[config.mk]
export PLATFORM = sky130hd
export DESIGN_NAME = uart
export DESIGN_NICKNAME = d
export VERILOG_FILES = /design/src/hdl/uart_bus_pkg.sv /design/src/hdl/uart_line_pkg.sv /design/src/hdl/uart_bus_port.sv /design/src/hdl/uart_transmitter.sv /design/src/hdl/uart_receiver.sv /design/src/hdl/uart.sv
export SDC_FILE = /design/constraint.sdc
export NUM_CORES = 1
export LEC_CHECK = 0
export BUFFER_PORTS_ARGS = -buffer_cell sky130_fd_sc_hd__buf_2
export CAP_MARGIN = 20
export CORE_MARGIN = 4
export CORE_UTILIZATION = 40
export DETAILED_ROUTE_END_ITERATION = 10
export HOLD_SLACK_MARGIN = 0.05
export PLACE_DENSITY = 0.73
export SYNTH_ARGS = -nofsm -noshare
export SYNTH_HDL_FRONTEND = slang
export SYNTH_SLANG_ARGS = --single-unit
[constraint.sdc]
create_clock -name clock -period 1.8 [get_ports clock]
set_input_delay 0.36 -clock clock [delete_from_list [all_inputs] [get_ports clock]]
set_output_delay 0.36 -clock clock [all_outputs]
set_load 0.02 [all_outputs]
[src/hdl/uart_bus_pkg.sv]
`default_nettype none

package uart_bus_pkg;

    // width of the data bus.
    localparam int xlen = 64;

    // request from the core side, held steady until ready.
    typedef struct packed {
        logic            valid; // request present.
        logic            store; // write when set, blocking read when clear.
        logic [xlen-1:0] wdata; // only the low byte is sent.
    } bus_request_t;

    // response to the core side.
    typedef struct packed {
        logic [xlen-1:0] rdata; // received byte, zero-extended.
        logic            ready; // one-cycle completion pulse.
    } bus_response_t;

endpackage

`default_nettype wire

[src/hdl/uart_line_pkg.sv]
`default_nettype none

package uart_line_pkg;

    localparam int data_bits = 8;

    // start + data + stop, 8N1.
    localparam int frame_bits = 10;

    // levels on the serial line.
    localparam logic line_idle = 1'b1;
    localparam logic start_bit = 1'b0;
    localparam logic stop_bit = 1'b1;

    typedef logic [data_bits-1:0] line_byte_t;

endpackage

`default_nettype wire

[src/hdl/uart_bus_port.sv]
`default_nettype none

module uart_bus_port (
    input  logic                        clock,
    input  logic                        reset,
    input  uart_bus_pkg::bus_request_t  request,
    output uart_bus_pkg::bus_response_t response,
    output logic                        tx_start,
    output uart_line_pkg::line_byte_t   tx_byte,
    input  logic                        tx_busy,
    input  logic                        tx_done,
    input  uart_line_pkg::line_byte_t   rx_byte,
    input  logic                        rx_strobe
);

    logic store_issued; // frame started for the current store.
    logic load_pending; // read waiting for the next byte.
    logic store_complete;
    logic load_complete;
    logic load_request;

    // one start per held store request.
    assign tx_start = request.valid & request.store & ~store_issued & ~tx_busy;
    assign tx_byte = request.wdata[uart_line_pkg::data_bits-1:0];

    assign store_complete = store_issued & tx_done;
    assign load_complete = load_pending & rx_strobe;

    // the ready cycle still sees valid, so it must not open a new load.
    assign load_request = request.valid & ~request.store & ~load_pending & ~response.ready;

    always_ff @(posedge clock) begin
        if (!reset) begin
            store_issued <= 1'b0;
        end else if (tx_start) begin
            store_issued <= 1'b1;
        end else if (response.ready) begin
            store_issued <= 1'b0;
        end
    end

    always_ff @(posedge clock) begin
        if (!reset) begin
            load_pending <= 1'b0;
        end else if (load_complete) begin
            load_pending <= 1'b0;
        end else if (load_request) begin
            load_pending <= 1'b1; // a strobe in this same cycle is not counted.
        end
    end

    always_ff @(posedge clock) begin
        if (!reset) begin
            response <= '0;
        end else begin
            response.ready <= store_complete | load_complete;
            if (load_complete) begin
                response.rdata <= {{(uart_bus_pkg::xlen - uart_line_pkg::data_bits){1'b0}},
                                   rx_byte};
            end else if (store_complete) begin
                response.rdata <= '0;
            end
        end
    end

    ready_single_cycle: assert property (
        @(posedge clock) disable iff (!reset)
        response.ready |=> !response.ready
    ) else $error("ready held for more than one cycle.");

endmodule

`default_nettype wire

[src/hdl/uart_transmitter.sv]
`default_nettype none

module uart_transmitter #(
    parameter int clks_per_bit = 8
) (
    input  logic                      clock,
    input  logic                      reset,
    input  logic                      tx_start,
    input  uart_line_pkg::line_byte_t tx_byte,
    output logic                      tx_busy,
    output logic                      tx_done,
    output logic                      tx
);

    localparam int count_width = $clog2(clks_per_bit);
    localparam logic [count_width-1:0] last_count = count_width'(clks_per_bit - 1);
    localparam logic [3:0] last_bit = 4'(uart_line_pkg::frame_bits - 1);

    logic [uart_line_pkg::frame_bits-1:0] shift; // bit 0 is on the line.
    logic [count_width-1:0]               clk_count;
    logic [3:0]                           bit_count;
    logic                                 bit_end;

    assign bit_end = tx_busy && (clk_count == last_count);

    // last cycle of the stop bit.
    assign tx_done = bit_end && (bit_count == last_bit);

    assign tx = shift[0]; // straight from a flop.

    always_ff @(posedge clock) begin
        if (!reset) begin
            shift <= {uart_line_pkg::frame_bits{uart_line_pkg::line_idle}};
            tx_busy <= 1'b0;
        end else if (tx_start && !tx_busy) begin
            shift <= {uart_line_pkg::stop_bit, tx_byte, uart_line_pkg::start_bit};
            tx_busy <= 1'b1;
        end else if (bit_end) begin
            shift <= {uart_line_pkg::line_idle, shift[uart_line_pkg::frame_bits-1:1]};
            if (bit_count == last_bit) begin
                tx_busy <= 1'b0;
            end
        end
    end

    always_ff @(posedge clock) begin
        if (!reset) begin
            clk_count <= '0;
            bit_count <= '0;
        end else if (tx_start && !tx_busy) begin
            clk_count <= '0;
            bit_count <= '0;
        end else if (bit_end) begin
            clk_count <= '0;
            bit_count <= bit_count + 4'd1;
        end else if (tx_busy) begin
            clk_count <= clk_count + count_width'(1);
        end
    end

    // a new frame may only be requested once the one in flight has ended.
    start_when_idle: assert property (
        @(posedge clock) disable iff (!reset)
        tx_start |-> !tx_busy
    ) else $error("tx_start arrived while the transmitter is busy.");

endmodule

`default_nettype wire

[src/hdl/uart_receiver.sv]
`default_nettype none

module uart_receiver #(
    parameter int clks_per_bit = 8
) (
    input  logic                      clock,
    input  logic                      reset,
    input  logic                      rx,
    output uart_line_pkg::line_byte_t rx_byte,
    output logic                      rx_strobe
);

    localparam int count_width = $clog2(clks_per_bit);
    localparam logic [count_width-1:0] last_count = count_width'(clks_per_bit - 1);
    localparam logic [count_width-1:0] half_count = count_width'(clks_per_bit / 2 - 1);
    localparam logic [2:0] last_data = 3'(uart_line_pkg::data_bits - 1);

    typedef enum logic [1:0] {
        idle,
        start,
        data,
        stop
    } state_t;

    state_t                 state;
    logic [1:0]             sync;
    logic                   rx_sync;
    logic [count_width-1:0] clk_count;
    logic [2:0]             bit_index;

    assign rx_sync = sync[1];

    always_ff @(posedge clock) begin
        if (!reset) begin
            sync <= {2{uart_line_pkg::line_idle}};
        end else begin
            sync <= {sync[0], rx};
        end
    end

    always_ff @(posedge clock) begin
        if (!reset) begin
            state <= idle;
            clk_count <= '0;
            bit_index <= '0;
            rx_strobe <= 1'b0;
        end else begin
            rx_strobe <= 1'b0;
            case (state)
                idle: begin
                    if (rx_sync == uart_line_pkg::start_bit) begin
                        state <= start;
                        clk_count <= count_width'(1); // the detect cycle counts.
                    end
                end
                start: begin
                    if (clk_count == half_count) begin
                        clk_count <= '0;
                        bit_index <= '0;
                        // high again at mid-bit is a glitch.
                        state <= (rx_sync == uart_line_pkg::start_bit) ? data : idle;
                    end else begin
                        clk_count <= clk_count + count_width'(1);
                    end
                end
                data: begin
                    if (clk_count == last_count) begin
                        clk_count <= '0;
                        bit_index <= bit_index + 3'd1;
                        if (bit_index == last_data) begin
                            state <= stop;
                        end
                    end else begin
                        clk_count <= clk_count + count_width'(1);
                    end
                end
                default: begin
                    if (clk_count == last_count) begin
                        clk_count <= '0;
                        state <= idle;
                        rx_strobe <= (rx_sync == uart_line_pkg::stop_bit); // framing check.
                    end else begin
                        clk_count <= clk_count + count_width'(1);
                    end
                end
            endcase
        end
    end

    // data arrives lsb first, so shift in from the top.
    always_ff @(posedge clock) begin
        if (state == data && clk_count == last_count) begin
            rx_byte <= {rx_sync, rx_byte[uart_line_pkg::data_bits-1:1]};
        end
    end

    strobe_single_cycle: assert property (
        @(posedge clock) disable iff (!reset)
        rx_strobe |=> !rx_strobe
    ) else $error("rx_strobe held for more than one cycle.");

endmodule

`default_nettype wire

[src/hdl/uart.sv]
`default_nettype none

module uart #(
    parameter int clks_per_bit = 8
) (
    input  logic                        clock,
    input  logic                        reset,
    input  uart_bus_pkg::bus_request_t  request,
    output uart_bus_pkg::bus_response_t response,
    input  logic                        rx,
    output logic                        tx
);

    logic                      tx_start;
    uart_line_pkg::line_byte_t tx_byte;
    logic                      tx_busy;
    logic                      tx_done;
    uart_line_pkg::line_byte_t rx_byte;
    logic                      rx_strobe;

    uart_bus_port u_bus_port (
        .clock     (clock),
        .reset     (reset),
        .request   (request),
        .response  (response),
        .tx_start  (tx_start),
        .tx_byte   (tx_byte),
        .tx_busy   (tx_busy),
        .tx_done   (tx_done),
        .rx_byte   (rx_byte),
        .rx_strobe (rx_strobe)
    );

    uart_transmitter #(
        .clks_per_bit (clks_per_bit)
    ) u_transmitter (
        .clock    (clock),
        .reset    (reset),
        .tx_start (tx_start),
        .tx_byte  (tx_byte),
        .tx_busy  (tx_busy),
        .tx_done  (tx_done),
        .tx       (tx)
    );

    uart_receiver #(
        .clks_per_bit (clks_per_bit)
    ) u_receiver (
        .clock     (clock),
        .reset     (reset),
        .rx        (rx),
        .rx_byte   (rx_byte),
        .rx_strobe (rx_strobe)
    );

endmodule

`default_nettype wire

==> flow_metrics.py <==
metrics = {
    "run_status": {
        "status": "finished, final reports clean",
    },
    "floorplanning": {
        "start_util": 0.417,
        "coreArea_sq_mm": 0.00596,
        "die_y_um": 86.8,
        "die_w_um": 86.8,
        "ios": 135,
        "die-area_sq_mm": 0.00753,
        "rows": 28,
    },
    "worst_setup_path": {
        "crit_family": "compound AO/OA/AOI/OAI gates",
        "worstPathCellList": "ha_1 > ha_1 > o221ai_2 > a211o_1 > o311a_1",
        "cpMaxStageDelayCell": "dfxtp_1",
        "cp_common_cell": "ha_1",
        "critPathBufInv": 0,
        "path_class": "reg -> reg",
        "cp_slowest_stage_delay_ps": 350,
        "crit_arrival_ps": 1860,
        "cp_max_fo": 6,
        "end_kind": "flip-flop",
        "worstSetupStartpointType": "flip-flop",
        "cp.required_ps": 1970,
    },
    "power_and_ir_drop": {
        "swShare": 0.278,
        "seqPwrFrac": 0.502,
        "p_int_w": 0.00164,
        "ir_drop_v": 0.000416,
        "p_leak_nw": 1.13,
        "power.switching_w": 0.000630,
        "powerDensity_mw_per_mm2": 877,
        "clkPwrFrac": 0.337,
        "comb_power_share": 0.161,
    },
    "timing": {
        "setup_violations": 0,
        "min_period_ps": 1690,
        "setup_tns_ps": 0,
        "fmax_mhz": 592,
        "final_max_slew_viol_count": 0,
        "hold_viol_final": 0,
        "grt_setup_unrepaired": "no",
        "fin_crit_sh": 0.939,
        "finalWorstSetupSlack_ps": 109,
        "finClkSkew_ps": 9.65,
    },
    "logic_synthesis": {
        "async_flop_share": 0,
        "yosys.area.top_type": "dfxtp_1",
        "synth_edf_count": 8,
        "synth_cell_types": 44,
        "avgSynthCellArea_sq_um": 9.29,
        "syn_area_sq_mm": 0.00248,
        "synthCells": 267,
        "ys_ff_latch": 47,
        "synth_seq_area_share": 0.411,
        "ys.flop_type": "dfxtp_1",
        "ys_top_cells_by_area": "dfxtp_1, buf_4, edfxtp_1",
        "yosys.area.top_type_share": 0.315,
        "yosys_warnings": 0,
    },
    "placed_design": {
        "io_buffers": 22,
        "dp.cells": 358,
        "pre_cts_slack_ps": 135,
        "gp_congestion": 0.736,
        "dp_hpwl_um": 3010,
    },
    "layout": {
        "drive_gt1_frac": 0.162,
        "mostFrequentLayoutCells": "conb_1, dfxtp_1, nand2_1, buf_2, a21oi_1",
        "layoutNonFillerInstCount": 371,
        "n_fill_cell": 613,
        "areaGrowthSynthToFinish_pct": 4.29,
        "final_common_cell": "conb_1",
        "antennaDiodeCount": 0,
        "final_nets": 379,
    },
    "global_route": {
        "grt-ovfl-total": 0,
        "grt_pass1_vias": 1471,
        "grt_max_degree": 18,
        "antenna_found_initial": 0,
        "grtUsageTotal": 0.106,
        "grt_pass1_wl_um": 6480,
    },
    "detailed_routing": {
        "ant_nets": 0,
        "dr.pass1.iters": 4,
        "post_drt_wl_per_cell_um": 10.9,
        "vias": 1640,
        "wl_um": 4050,
        "viasPerCell": 4.42,
        "drc_errors": 0,
        "dr.first_iter.drc_count": 86,
    },
    "cts": {
        "cts_buffers": 5,
        "cts-root-buf": "clkbuf_8",
        "cts_resized": 0,
        "cts-htree-levels": 2,
        "cts.sinks": 47,
        "path_clk_slew_ps": 90,
        "clk_latency_ps": 290,
        "cts_buffer_depth": 2,
        "cts_tree": "built",
    },
    "min_path": {
        "hold_path_class": "in -> reg",
    },
    "job": {
        "maxCapViolations": 0,
    },
}
-- Yosys cell counts (2+ instances only) --
cell type,number
nor3_1,3
clkbuf_1,2
nand4_1,2
a221o_1,7
ha_1,15
buf_4,56
edfxtp_1,8
xor2_1,2
a21oi_1,19
inv_1,9
o21ai_0,2
o221ai_2,2
buf_6,4
nand3_1,10
buf_2,2
nand2_1,35
mux2i_1,3
nor2_1,12
nand3b_1,2
dfxtp_1,39
and2_1,3
nand2b_1,7
or2_2,2
-- cell type report --
class	count	area, sq um	area share
Sequential cell	47	1020	0.395
Clock inverter	3	46.3	0.0179
Timing Repair Buffer	31	178	0.0687
Multi-Input combinational cell	199	1140	0.440
Clock buffer	5	68.8	0.0266
Tap cell	75	93.8	0.0363
Inverter	11	41.3	0.0160
-- final timing paths --
kind                           start                  end  slack, ps  cells past startpoint
max          u_receiver.clk_count[0]  u_receiver.state[1]        110                      5
min                               rx   u_receiver.sync[0]        250                      2
max reg2reg  u_receiver.clk_count[0]  u_receiver.state[1]        110                      5
min reg2reg       u_receiver.sync[0]   u_receiver.sync[1]        410                      1
-- logic make-up after synthesis --
| logic type | after synthesis | synth area share |
|---|---|---|
| muxes | 3 | 0.0121 |
| xor gates and xnor gates | 3 | 0.0106 |
| other | 1 | 0.00151 |
| DFF | 47 | 0.411 |
| and+or+nand+nor | 85 | 0.169 |
| adders and majority gates | 15 | 0.0756 |
| buffers and inverters | 76 | 0.213 |
| AOI/OAI and AO/OA | 37 | 0.107 |
-- registers in the layout, indices dropped and copies added (netlist names) --
register and cells:
u_receiver.clk_count 3, u_receiver.sync 2, u_bus_port.store_issued 1, u_transmitter.clk_count 3, u_receiver.bit_index 3, u_receiver.rx_strobe 1, u_bus_port.response 9, u_transmitter.tx_busy 1
u_bus_port.load_pending 1, u_receiver.rx_byte 8, u_receiver.state 2, u_transmitter.shift 9, u_transmitter.bit_count 4
-- through the flow --
step	total power, W	hold slack, ps	cell area [sq um]	utilization
3_5_place_dp	0.00152	396	2430	0.409
2_1_floorplan	0.00155	386	2690	-
6_report	0.00227	252	2590	0.434
3_3_place_gp	0.00151	390	2430	0.409
4_1_cts	0.00229	238	2550	0.428
5_1_grt	0.00238	231	2590	0.434
-- worst register-to-register path, delay by kind of cell, from the launching register on --
| family | cells | cell delay, ps |
|---|---|---|
| fa+ha+maj | 2 | 480 |
| compound gates | 3 | 740 |
| flops | 1 | 350 |
-- per-layer routing --
metal | global-route usage | routed length [um] | vias to the layer above
li1 | - | - | 839
met1 | 0.131 | 1800 | 755
met2 | 0.180 | 1990 | 44
met3 | 0.0314 | 249 | 2
met4 | 0.0255 | 22 | 0
met5 | 0 | 0 | -
-- timing repair --
action | in CTS | in global routing
hold buffers | 0 | 0
endpoints found under the setup margin | 0 | 1
setup buffers | 0 | 5
-- power groups by stage --
stage | Clock (W) | Combinational [W] | Sequential (W)
floorplan | 0 | 0.000391 | 0.00116
global placement | 0 | 0.000347 | 0.00116
detailed placement | 0 | 0.000358 | 0.00116
CTS | 0.000791 | 0.000362 | 0.00114
global route | 0.000841 | 0.000398 | 0.00115
finish | 0.000765 | 0.000364 | 0.00114
No activity file was read; power rests on OpenSTA's default activity.
